## src/verilog/cache_pkg.sv

```systemverilog
package cache_pkg;

  // Processor word address, top bit selects the control registers
  localparam int ADDR_W      = 16;
  localparam int MEM_ADDR_W  = 15;
  localparam int DATA_W      = 32;
  localparam int STRB_W      = DATA_W / 8;
  localparam int INDEX_W     = 6;
  localparam int TAG_W       = MEM_ADDR_W - INDEX_W;
  localparam int LINES       = 2 ** INDEX_W;
  localparam int CTRL_ADDR_W = 2;
  localparam int CNT_W       = 16;

  typedef logic [ADDR_W-1:0]      addr_t;
  typedef logic [MEM_ADDR_W-1:0]  mem_addr_t;
  typedef logic [DATA_W-1:0]      data_t;
  typedef logic [STRB_W-1:0]      strb_t;
  typedef logic [TAG_W-1:0]       tag_t;
  typedef logic [INDEX_W-1:0]     index_t;
  typedef logic [CTRL_ADDR_W-1:0] ctrl_addr_t;
  typedef logic [CNT_W-1:0]       cnt_t;

  // Control register map
  localparam ctrl_addr_t CTRL_HIT_CNT    = 2'd0;
  localparam ctrl_addr_t CTRL_MISS_CNT   = 2'd1;
  localparam ctrl_addr_t CTRL_INVALIDATE = 2'd2;
  localparam ctrl_addr_t CTRL_CNT_CLEAR  = 2'd3;

  // Accepted data request, nonzero wstrb means write
  typedef struct packed {
    mem_addr_t addr;
    data_t     wdata;
    strb_t     wstrb;
  } cache_req_t;

  // Single-word access to external memory
  typedef struct packed {
    mem_addr_t addr;
    data_t     wdata;
    strb_t     wstrb;
    logic      we;
  } mem_req_t;

  typedef enum logic [1:0] {
    IDLE,
    LOOKUP,
    FETCH,
    WRITE
  } cache_state_e;

endpackage

```

## src/verilog/cache_front_end.sv

```systemverilog
module cache_front_end import cache_pkg::*; (
  input  logic       clk_i,
  input  logic       arst_n_i,
  // Processor bus
  input  logic       iob_valid_i,
  input  addr_t      iob_addr_i,
  input  data_t      iob_wdata_i,
  input  strb_t      iob_wstrb_i,
  output logic       iob_rvalid_o,
  output data_t      iob_rdata_o,
  output logic       iob_ready_o,
  // Cache memory side
  output logic       data_req_o,
  output cache_req_t data_o,
  input  data_t      data_rdata_i,
  input  logic       data_ack_i,
  // Control block side
  output logic       ctrl_req_o,
  output ctrl_addr_t ctrl_addr_o,
  output logic       ctrl_we_o,
  output data_t      ctrl_wdata_o,
  input  data_t      ctrl_rdata_i,
  input  logic       ctrl_ack_i
);

  logic pending_q;
  logic we_q;
  logic ack;
  logic accept;
  logic sel_ctrl;

  // Top address bit picks the register bank
  assign sel_ctrl = iob_addr_i[ADDR_W-1];
  assign ack      = data_ack_i | ctrl_ack_i;

  // Free when idle, or when the pending request finishes this cycle
  assign iob_ready_o = ~pending_q | ack;
  assign accept      = iob_valid_i & iob_ready_o;

  assign data_req_o = accept & ~sel_ctrl;
  assign ctrl_req_o = accept & sel_ctrl;

  // Control access is answered next cycle, so these go straight through
  assign ctrl_addr_o  = iob_addr_i[CTRL_ADDR_W-1:0];
  assign ctrl_we_o    = |iob_wstrb_i;
  assign ctrl_wdata_o = iob_wdata_i;

  // Writes finish silently
  assign iob_rvalid_o = ack & ~we_q;
  assign iob_rdata_o  = ctrl_ack_i ? ctrl_rdata_i : data_rdata_i;

  always_ff @(posedge clk_i or negedge arst_n_i) begin
    if (!arst_n_i) begin
      pending_q <= 1'b0;
      we_q      <= 1'b0;
    end else begin
      if (accept) begin
        pending_q <= 1'b1;
        we_q      <= |iob_wstrb_i;
      end else if (ack) begin
        pending_q <= 1'b0;
      end
    end
  end

  // Request held for the cache for the whole transaction
  always_ff @(posedge clk_i) begin
    if (data_req_o) begin
      data_o.addr  <= iob_addr_i[MEM_ADDR_W-1:0];
      data_o.wdata <= iob_wdata_i;
      data_o.wstrb <= iob_wstrb_i;
    end
  end

endmodule

```

## src/verilog/cache_memory.sv

```systemverilog
module cache_memory import cache_pkg::*; (
  input  logic       clk_i,
  input  logic       arst_n_i,
  // Front end
  input  logic       data_req_i,
  input  cache_req_t data_i,
  output logic       data_ack_o,
  output data_t      data_rdata_o,
  // Back end
  output logic       be_req_o,
  output mem_req_t   be_o,
  input  logic       be_ack_i,
  input  data_t      be_rdata_i,
  // Control block
  input  logic       invalidate_i,
  output logic       hit_o,
  output logic       miss_o
);

  cache_state_e state_q;
  cache_state_e state_d;

  logic [LINES-1:0] valid_q;
  tag_t             tag_mem  [LINES];
  data_t            data_mem [LINES];

  index_t index;
  tag_t   tag;
  logic   is_write;
  logic   hit;
  logic   fill;
  logic   update;
  data_t  merged;

  // Direct-mapped split of the word address
  assign index    = data_i.addr[INDEX_W-1:0];
  assign tag      = data_i.addr[MEM_ADDR_W-1:INDEX_W];
  assign is_write = |data_i.wstrb;
  assign hit      = valid_q[index] && (tag_mem[index] == tag);

  // Write data merged over the cached word under the byte strobes
  always_comb begin
    merged = data_mem[index];
    for (int b = 0; b < STRB_W; b++) begin
      if (data_i.wstrb[b]) begin
        merged[8*b +: 8] = data_i.wdata[8*b +: 8];
      end
    end
  end

  always_comb begin
    state_d    = state_q;
    data_ack_o = 1'b0;
    hit_o      = 1'b0;
    miss_o     = 1'b0;
    fill       = 1'b0;
    update     = 1'b0;
    case (state_q)
      IDLE: begin
        if (data_req_i) begin
          state_d = LOOKUP;
        end
      end
      LOOKUP: begin
        if (is_write) begin
          // no allocate on a write miss
          update  = hit;
          state_d = WRITE;
        end else if (hit) begin
          hit_o      = 1'b1;
          data_ack_o = 1'b1;
          state_d    = data_req_i ? LOOKUP : IDLE;
        end else begin
          miss_o  = 1'b1;
          state_d = FETCH;
        end
      end
      FETCH: begin
        if (be_ack_i) begin
          fill       = 1'b1;
          data_ack_o = 1'b1;
          state_d    = data_req_i ? LOOKUP : IDLE;
        end
      end
      WRITE: begin
        // Write-through completes on the memory ack
        if (be_ack_i) begin
          data_ack_o = 1'b1;
          state_d    = data_req_i ? LOOKUP : IDLE;
        end
      end
      default: begin
        state_d = IDLE;
      end
    endcase
  end

  // Fetched word goes straight back to the processor
  assign data_rdata_o = (state_q == FETCH) ? be_rdata_i : data_mem[index];

  // Back end request held until its ack
  assign be_req_o    = (state_q == FETCH) || (state_q == WRITE);
  assign be_o.addr   = data_i.addr;
  assign be_o.wdata  = data_i.wdata;
  assign be_o.wstrb  = data_i.wstrb;
  assign be_o.we     = (state_q == WRITE);

  always_ff @(posedge clk_i or negedge arst_n_i) begin
    if (!arst_n_i) begin
      state_q <= IDLE;
    end else begin
      state_q <= state_d;
    end
  end

  // Invalidate wins over a fill
  always_ff @(posedge clk_i or negedge arst_n_i) begin
    if (!arst_n_i) begin
      valid_q <= '0;
    end else if (invalidate_i) begin
      valid_q <= '0;
    end else if (fill) begin
      valid_q[index] <= 1'b1;
    end
  end

  // Tag and data arrays
  always_ff @(posedge clk_i) begin
    if (fill) begin
      tag_mem[index]  <= tag;
      data_mem[index] <= be_rdata_i;
    end else if (update) begin
      data_mem[index] <= merged;
    end
  end

endmodule

```

## src/verilog/cache_back_end.sv

```systemverilog
module cache_back_end import cache_pkg::*; (
  input  logic     clk_i,
  input  logic     arst_n_i,
  // Cache memory side
  input  logic     be_req_i,
  input  mem_req_t be_i,
  output logic     be_ack_o,
  output data_t    be_rdata_o,
  // External memory
  output logic     mem_req_o,
  output mem_req_t mem_o,
  input  logic     mem_ack_i,
  input  data_t    mem_rdata_i
);

  logic     busy_q;
  logic     ack_q;
  mem_req_t req_q;
  data_t    rdata_q;
  logic     start;
  logic     done;

  // Cache still holds its request in the ack cycle, so skip that one
  assign start = be_req_i & ~busy_q & ~ack_q;
  assign done  = busy_q & mem_ack_i;

  always_ff @(posedge clk_i or negedge arst_n_i) begin
    if (!arst_n_i) begin
      busy_q <= 1'b0;
      ack_q  <= 1'b0;
    end else begin
      ack_q <= done;
      if (start) begin
        busy_q <= 1'b1;
      end else if (done) begin
        busy_q <= 1'b0;
      end
    end
  end

  // Latched request and captured read word
  always_ff @(posedge clk_i) begin
    if (start) begin
      req_q <= be_i;
    end
    if (done) begin
      rdata_q <= mem_rdata_i;
    end
  end

  assign mem_req_o  = busy_q;
  assign mem_o      = req_q;
  assign be_ack_o   = ack_q;
  assign be_rdata_o = rdata_q;

endmodule

```

## src/verilog/cache_control.sv

```systemverilog
module cache_control import cache_pkg::*; (
  input  logic       clk_i,
  input  logic       arst_n_i,
  // Register access strobe from the front end
  input  logic       ctrl_req_i,
  input  ctrl_addr_t ctrl_addr_i,
  input  logic       ctrl_we_i,
  input  data_t      ctrl_wdata_i,
  output logic       ctrl_ack_o,
  output data_t      ctrl_rdata_o,
  // Cache memory events
  input  logic       hit_i,
  input  logic       miss_i,
  output logic       invalidate_o
);

  cnt_t  hit_cnt_q;
  cnt_t  miss_cnt_q;
  cnt_t  hit_cnt_d;
  cnt_t  miss_cnt_d;
  logic  wr;
  logic  clear;
  data_t rdata;

  assign wr    = ctrl_req_i & ctrl_we_i;
  assign clear = wr && (ctrl_addr_i == CTRL_CNT_CLEAR);

  // Saturating event counters
  always_comb begin
    hit_cnt_d  = hit_cnt_q;
    miss_cnt_d = miss_cnt_q;
    if (clear) begin
      hit_cnt_d  = '0;
      miss_cnt_d = '0;
    end else begin
      // writing a counter offset preloads it
      if (wr && (ctrl_addr_i == CTRL_HIT_CNT)) begin
        hit_cnt_d = ctrl_wdata_i[CNT_W-1:0];
      end else if (hit_i && (hit_cnt_q != '1)) begin
        hit_cnt_d = hit_cnt_q + 1'b1;
      end
      if (wr && (ctrl_addr_i == CTRL_MISS_CNT)) begin
        miss_cnt_d = ctrl_wdata_i[CNT_W-1:0];
      end else if (miss_i && (miss_cnt_q != '1)) begin
        miss_cnt_d = miss_cnt_q + 1'b1;
      end
    end
  end

  // Counter registers read back zero-extended
  // Next values, so a hit that acks in the same cycle is included
  always_comb begin
    case (ctrl_addr_i)
      CTRL_HIT_CNT:  rdata = {{(DATA_W-CNT_W){1'b0}}, hit_cnt_d};
      CTRL_MISS_CNT: rdata = {{(DATA_W-CNT_W){1'b0}}, miss_cnt_d};
      default:       rdata = '0;
    endcase
  end

  always_ff @(posedge clk_i or negedge arst_n_i) begin
    if (!arst_n_i) begin
      hit_cnt_q    <= '0;
      miss_cnt_q   <= '0;
      ctrl_ack_o   <= 1'b0;
      invalidate_o <= 1'b0;
    end else begin
      ctrl_ack_o   <= ctrl_req_i;
      invalidate_o <= wr && (ctrl_addr_i == CTRL_INVALIDATE);
      hit_cnt_q    <= hit_cnt_d;
      miss_cnt_q   <= miss_cnt_d;
    end
  end

  always_ff @(posedge clk_i) begin
    if (ctrl_req_i) begin
      ctrl_rdata_o <= rdata;
    end
  end

endmodule

```

## src/verilog/cache_top.sv

```systemverilog
module cache_top import cache_pkg::*; (
  input  logic     clk_i,
  input  logic     arst_n_i,
  // Processor bus
  input  logic     iob_valid_i,
  input  addr_t    iob_addr_i,
  input  data_t    iob_wdata_i,
  input  strb_t    iob_wstrb_i,
  output logic     iob_rvalid_o,
  output data_t    iob_rdata_o,
  output logic     iob_ready_o,
  // External memory
  output logic     mem_req_o,
  output mem_req_t mem_o,
  input  logic     mem_ack_i,
  input  data_t    mem_rdata_i
);

  logic       data_req;
  cache_req_t data_req_pl;
  logic       data_ack;
  data_t      data_rdata;

  logic       ctrl_req;
  ctrl_addr_t ctrl_addr;
  logic       ctrl_we;
  data_t      ctrl_wdata;
  logic       ctrl_ack;
  data_t      ctrl_rdata;

  logic       be_req;
  mem_req_t   be_req_pl;
  logic       be_ack;
  data_t      be_rdata;

  logic       hit;
  logic       miss;
  logic       invalidate;

  cache_front_end front_end_inst (
    .clk_i        (clk_i),
    .arst_n_i     (arst_n_i),
    .iob_valid_i  (iob_valid_i),
    .iob_addr_i   (iob_addr_i),
    .iob_wdata_i  (iob_wdata_i),
    .iob_wstrb_i  (iob_wstrb_i),
    .iob_rvalid_o (iob_rvalid_o),
    .iob_rdata_o  (iob_rdata_o),
    .iob_ready_o  (iob_ready_o),
    .data_req_o   (data_req),
    .data_o       (data_req_pl),
    .data_rdata_i (data_rdata),
    .data_ack_i   (data_ack),
    .ctrl_req_o   (ctrl_req),
    .ctrl_addr_o  (ctrl_addr),
    .ctrl_we_o    (ctrl_we),
    .ctrl_wdata_o (ctrl_wdata),
    .ctrl_rdata_i (ctrl_rdata),
    .ctrl_ack_i   (ctrl_ack)
  );

  cache_memory memory_inst (
    .clk_i        (clk_i),
    .arst_n_i     (arst_n_i),
    .data_req_i   (data_req),
    .data_i       (data_req_pl),
    .data_ack_o   (data_ack),
    .data_rdata_o (data_rdata),
    .be_req_o     (be_req),
    .be_o         (be_req_pl),
    .be_ack_i     (be_ack),
    .be_rdata_i   (be_rdata),
    .invalidate_i (invalidate),
    .hit_o        (hit),
    .miss_o       (miss)
  );

  cache_back_end back_end_inst (
    .clk_i       (clk_i),
    .arst_n_i    (arst_n_i),
    .be_req_i    (be_req),
    .be_i        (be_req_pl),
    .be_ack_o    (be_ack),
    .be_rdata_o  (be_rdata),
    .mem_req_o   (mem_req_o),
    .mem_o       (mem_o),
    .mem_ack_i   (mem_ack_i),
    .mem_rdata_i (mem_rdata_i)
  );

  cache_control control_inst (
    .clk_i        (clk_i),
    .arst_n_i     (arst_n_i),
    .ctrl_req_i   (ctrl_req),
    .ctrl_addr_i  (ctrl_addr),
    .ctrl_we_i    (ctrl_we),
    .ctrl_wdata_i (ctrl_wdata),
    .ctrl_ack_o   (ctrl_ack),
    .ctrl_rdata_o (ctrl_rdata),
    .hit_i        (hit),
    .miss_i       (miss),
    .invalidate_o (invalidate)
  );

endmodule

```

## config.mk

```make
export PLATFORM = sky130hd
export DESIGN_NAME = cache_top
export DESIGN_NICKNAME = d
export VERILOG_FILES = /design/src/verilog/cache_pkg.sv /design/src/verilog/cache_front_end.sv /design/src/verilog/cache_memory.sv /design/src/verilog/cache_back_end.sv /design/src/verilog/cache_control.sv /design/src/verilog/cache_top.sv
export SDC_FILE = /design/constraint.sdc
export NUM_CORES = 2
export LEC_CHECK = 0
export BUFFER_PORTS_ARGS = -buffer_cell sky130_fd_sc_hd__clkbuf_2
export CAP_MARGIN = 20
export CELL_PAD_IN_SITES_DETAIL_PLACEMENT = 1
export CELL_PAD_IN_SITES_GLOBAL_PLACEMENT = 2
export CORE_ASPECT_RATIO = 0.75
export CORE_MARGIN = 3
export CORE_UTILIZATION = 45
export CTS_BUF_LIST = sky130_fd_sc_hd__clkbuf_4
export DETAILED_ROUTE_END_ITERATION = 16
export PLACE_DENSITY = 0.7
export SKIP_CTS_REPAIR_TIMING = 1
export SLEW_MARGIN = 20
export SYNTH_ARGS = -nofsm -noshare
export SYNTH_HDL_FRONTEND = slang
export SYNTH_SLANG_ARGS = --single-unit
```

## constraint.sdc

```tcl
create_clock -name clk_i -period 20.2 [get_ports clk_i]
set_input_delay 3.03 -clock clk_i [delete_from_list [all_inputs] [get_ports clk_i]]
set_output_delay 3.03 -clock clk_i [all_outputs]
set_load 0.05 [all_outputs]
```

After elaboration in Yosys (flattened, before gate mapping)
Memories as Yosys holds them, arrays and structs flattened. A register that Yosys moved wholly into a read port is not among the register bits. Index checks and enable logic that the tools add are counted.

Mux-type cells: 48. Equal/unequal tests: 11. Reduce and logical (&&, ||, !) cells: 18. Bitwise logic cells: 17. Magnitude comparators: 2. $add $sub $neg: 2.

Operator list (count): $mux 64 (2); $mux 16 (6); $mux 32 (3); $or 64x64->64 (1); $add 16x1->16 const B (2); $mux 8 (4); $ne 16x16->1 const B (2); $pmux 16 s2 (1); $mux 1 (22); $mux 6 (2); $eq 9x9->1 (1); $and 1x1->1 (8); $eq 2x2->1 const B (4); $logic_and 1x1->1 (8); $mux 2 (4); $reduce_or 4->1 (2); $lt 6x7->1 const B (1); $bmux 1 s6 (1); $demux 1 s6 (1); $ge 6x1->1 const B (1); $pmux 2 s3 (1); $reduce_bool 2->1 (3); $not 1->1 (5); $eq 2x1->1 const B (2); other kinds (7) (11).

Memory bits (writable): 2624. Bits in registers: 271. Memories kept: 2.

Memories: memory_inst.data_mem (depth 64, width 32, read ports 1, clocked after memory_dff 1, write ports 1, RTL line cache_memory.sv:25) `data_t data_mem [LINES];`; memory_inst.tag_mem (depth 64, width 9, read ports 1, clocked after memory_dff 1, write ports 1, RTL line cache_memory.sv:24) `tag_t tag_mem [LINES];`.

Depth between registers and ports, before layout
Depth after elaboration: 15. Gate-level depth with buffers: 18.

By module
A second synthesis with hierarchy kept.

Cell total of the unflattened synthesis: 6353. Area, all modules: 110450.9 um^2.

By module, submodules not included: cache_memory (sequential area each 80447.2 um^2, times used 1, cells an instance 5776, area an instance 102158.0 um^2); cache_control (sequential area each 1331.3 um^2, times used 1, cells an instance 355, area an instance 3398.3 um^2); cache_back_end (sequential area each 2572.5 um^2, times used 1, cells an instance 90, area an instance 2603.7 um^2); cache_front_end (sequential area each 1581.5 um^2, times used 1, cells an instance 132, area an instance 2290.9 um^2).

Least setup slack after synthesis
Ideal clock, no wire load.

Path type: reg2out. From: reg with a tool-made name. To: out iob_rdata_o[0]. Stages on the path, launching flop included: 13. Setup slack: 12.993 ns. Arrival: 4.177 ns. Path buffers: 7. Data required time: 17.170 ns. Cell sequence: dfxtp_1 > buf_4 > buf_6 > buf_2 > buf_2 > buf_2 > clkbuf_1 > buf_1 > mux4_2 > mux4_2 > mux4_2 > mux2i_1 > o21ai_0.

RTL lines: to (decl) (RTL line cache_top.sv:10) `output data_t iob_rdata_o,`.

==> impl_metrics.csv <==
group,metric,value,unit
status,status,"finished clean",
global_route,grt_max_degree,126,
floorplanning,chipHeight,438.7,um
finish,final_util,51.58,%
floorplanning,boundaryPins,175,
sta,skew,88.93,ps
detailed_routing,drc,0,
worst_setup_path,r2r_slack,11920,ps
worst_setup_path,cp.arrival,8100,ps
yosys,yosysSeqAreaShare,76.62,%
yosys,ys_seq_elements,2885,
worst_setup_path,cp_max_fo,106,
global_route,grt-ovfl-total,0,
yosys,synth_cell_types,79,
worst_setup_path,reg2reg_to,"memory_inst.data_mem[41][24]",
pwr,powerDensity,108.0,mW/mm2
cts,cts.sinks,2885,
floorplanning,core_area,0.2477,mm2
cts,cts_root_buf,"clkbuf_4",
yosys,netlist_area,0.1123,mm2
worst_setup_path,reg2regPathDepth,14,
min_path,holdCritPathClass,"reg -> reg",
sta,setup_violations,0,
sta,period_share,55.10,%
place,place.gp.congestion,0.7911,
finish,syn_to_final_growth,13.76,%
detailed_routing,vias,59760,
finish,final_cell_mix,"edfxtp_1 (2,775), clkbuf_4 (1,065), mux4_2 (741)",
finish,drive_above_1_share,37.06,%
sta,slew_viol_final,0,
floorplanning,design.die.area,0.2557,mm2
finish,final_common_cell,"edfxtp_1",
cts,clk_latency,1360,ps
detailed_routing,drt.antenna.violating_nets,0,
place,dpl.hpwl,176.3,mm
worst_setup_path,end_kind,"output pin",
floorplanning,start_util,45.34,%
cts,cts_made_buffers,717,
detailed_routing,wire_per_inst,33.29,um
min_path,hold_path_end,"back_end_inst.mem_o[37]",
global_route,antenna_found_initial,31,
yosys,synth_cells,5234,
detailed_routing,viasPerCell,6.056,
sta,fin_crit,11130,ps
place,portBuffers,174,
worst_setup_path,critPathKind,"reg -> out",
floorplanning,fp-row-count,158,
detailed_routing,drtIter0Drc,8168,
detailed_routing,drt_wl_total,328.5,mm
sta,worst_pin_slew,1155,ps
yosys,synthArstFlopShare,3.605,%
sta,slew_headroom,22.72,%
global_route,grt_pass1_vias,61580,
min_path,hp-start,"front_end_inst.data_o[36]",
detailed_routing,first_pass_iters,5,
place,pre_cts_slack,9985,ps
floorplanning,die_w,582.9,um
sta,hold_viol_final,0,
sta,setup_ws,9070,ps
worst_setup_path,required,17170,ps
finish,nets,6144,
yosys,synth-warning-count,0,
cts,cts_tree,"done",
cts,clk_pin_slew,60,ps
yosys,syn_area_per_cell,21.46,um2
pwr,p_total,13800,uW
pwr,leakage,0.04196,uW
yosys,syn_nets,5324,
yosys,synth_edf_count,2775,
sta,setup_tns,0,ps
cts,cts_buffer_depth,4,
global_route,grt_pass1_wl,465.3,mm
min_path,hold_path_depth,0,
worst_setup_path,startpoint_type,"flip-flop",
run,maxCapViolations,0,
sta,grt_setup_unrepaired,"no",
sta,max_freq,89.84,MHz
global_route,grt_use_total,25.72,%
yosys,synth-main-ff-cell,"edfxtp_1",
cts,htree_levels,6,
pwr,ir_worst_vdd,0.00009601,V
## worst max-delay path by stage
stage	startpoint	end	slack (ps)	cells after the start
detailed placement	flip-flop	iob_rdata_o[22]	9990	14
finish	flip-flop	iob_rdata_o[22]	9070	14
global route	flip-flop	iob_rdata_o[22]	8220	14
global placement	flip-flop	iob_rdata_o[22]	10010	14
floorplan	flip-flop	iob_rdata_o[0]	12990	12
CTS	flip-flop	iob_rdata_o[22]	8530	14
## power breakdown
part	switching, uW	internal, uW	total (uW)
combinational	1320	656	1980
sequential	123	6810	6940
clock	2340	2540	4880
total	3790	10000	13800
## area by class of cell
class                      instances  area [um2]
fill                           22290      119900
antenna                           18       45.04
tap                             3280        4104
clock buffer                    1065        7995
timing repair buffer             393        2620
inverter                           9       33.78
clock inverter                   170       969.7
sequential                      2885       86080
multi-input combinational       2048       25920
## synthesized netlist by cell type (19+ instances only)
cell      number  share of area (%)
a22oi_1       69               0.46
clkbuf_1     152               0.51
mux2i_1      245                2.2
a21oi_1       77               0.34
mux4_2       741                 15
nand3_1       46               0.20
o21ai_0       72               0.32
nand2b_1      28               0.16
a211oi_1      19               0.13
buf_1         75               0.25
edfxtp_1    2775                 74
nor3_1        25               0.11
dfrtp_1      104                2.3
mux2_2        27               0.27
nand2_1      149               0.50
nor2_1       309                1.0
buf_2         47               0.21
## registers in the layout, indices dropped and copies added, names as in the netlist, 2 cells and up, named ones only
register	cells
back_end_inst.mem_o	52
control_inst.hit_cnt_q	16
control_inst.miss_cnt_q	16
memory_inst.tag_mem	576
back_end_inst.be_rdata_o	32
front_end_inst.data_o	51
memory_inst.valid_q	64
control_inst.ctrl_rdata_o	16
memory_inst.state_q	2
memory_inst.data_mem	2048
## critical path: stages, from the launching register on
cell and delay [ps]:
dfxtp_4 570, buf_4 540, buf_4 690, buf_12 480
buf_4 720, buf_12 680, mux4_2 600, mux4_2 480
mux2i_1 550, nor2_1 260, a21oi_1 350, nor2_1 90
a21oi_1 180, nor2_1 80, clkbuf_2 270
## stage by stage
step	hold WS, ps	cell area, um2	instances
after global routing	459.6	127700	9858
after floorplan	424.4	112300	5234
after global placement	439.8	118700	8612
after CTS	454.2	127700	9848
final	450.1	127800	9868
after detailed placement	440.0	118700	8613
## layer usage
layer  track usage [%]  up-vias  share of wire [%]
met5                 0        -              0.018
met4             5.899        8                1.9
met3             6.995      454                 11
met2             37.57     3142                 45
met1             38.72    32280                 43
li1                  -    23880                  -
## cells by family after synthesis
kind of cell / Yosys count / share of synthesized area (%)
DFF: 2885 / 76.62
muxes: 1019 / 17.37
and+or+nand+nor: 671 / 2.718
AOI/OAI and AO/OA: 329 / 1.928
buffers and inverters: 301 / 1.129
xor gates and xnor gates: 27 / 0.2106
adders and majority gates: 2 / 0.02228
(Power assumes the default switching activity.)
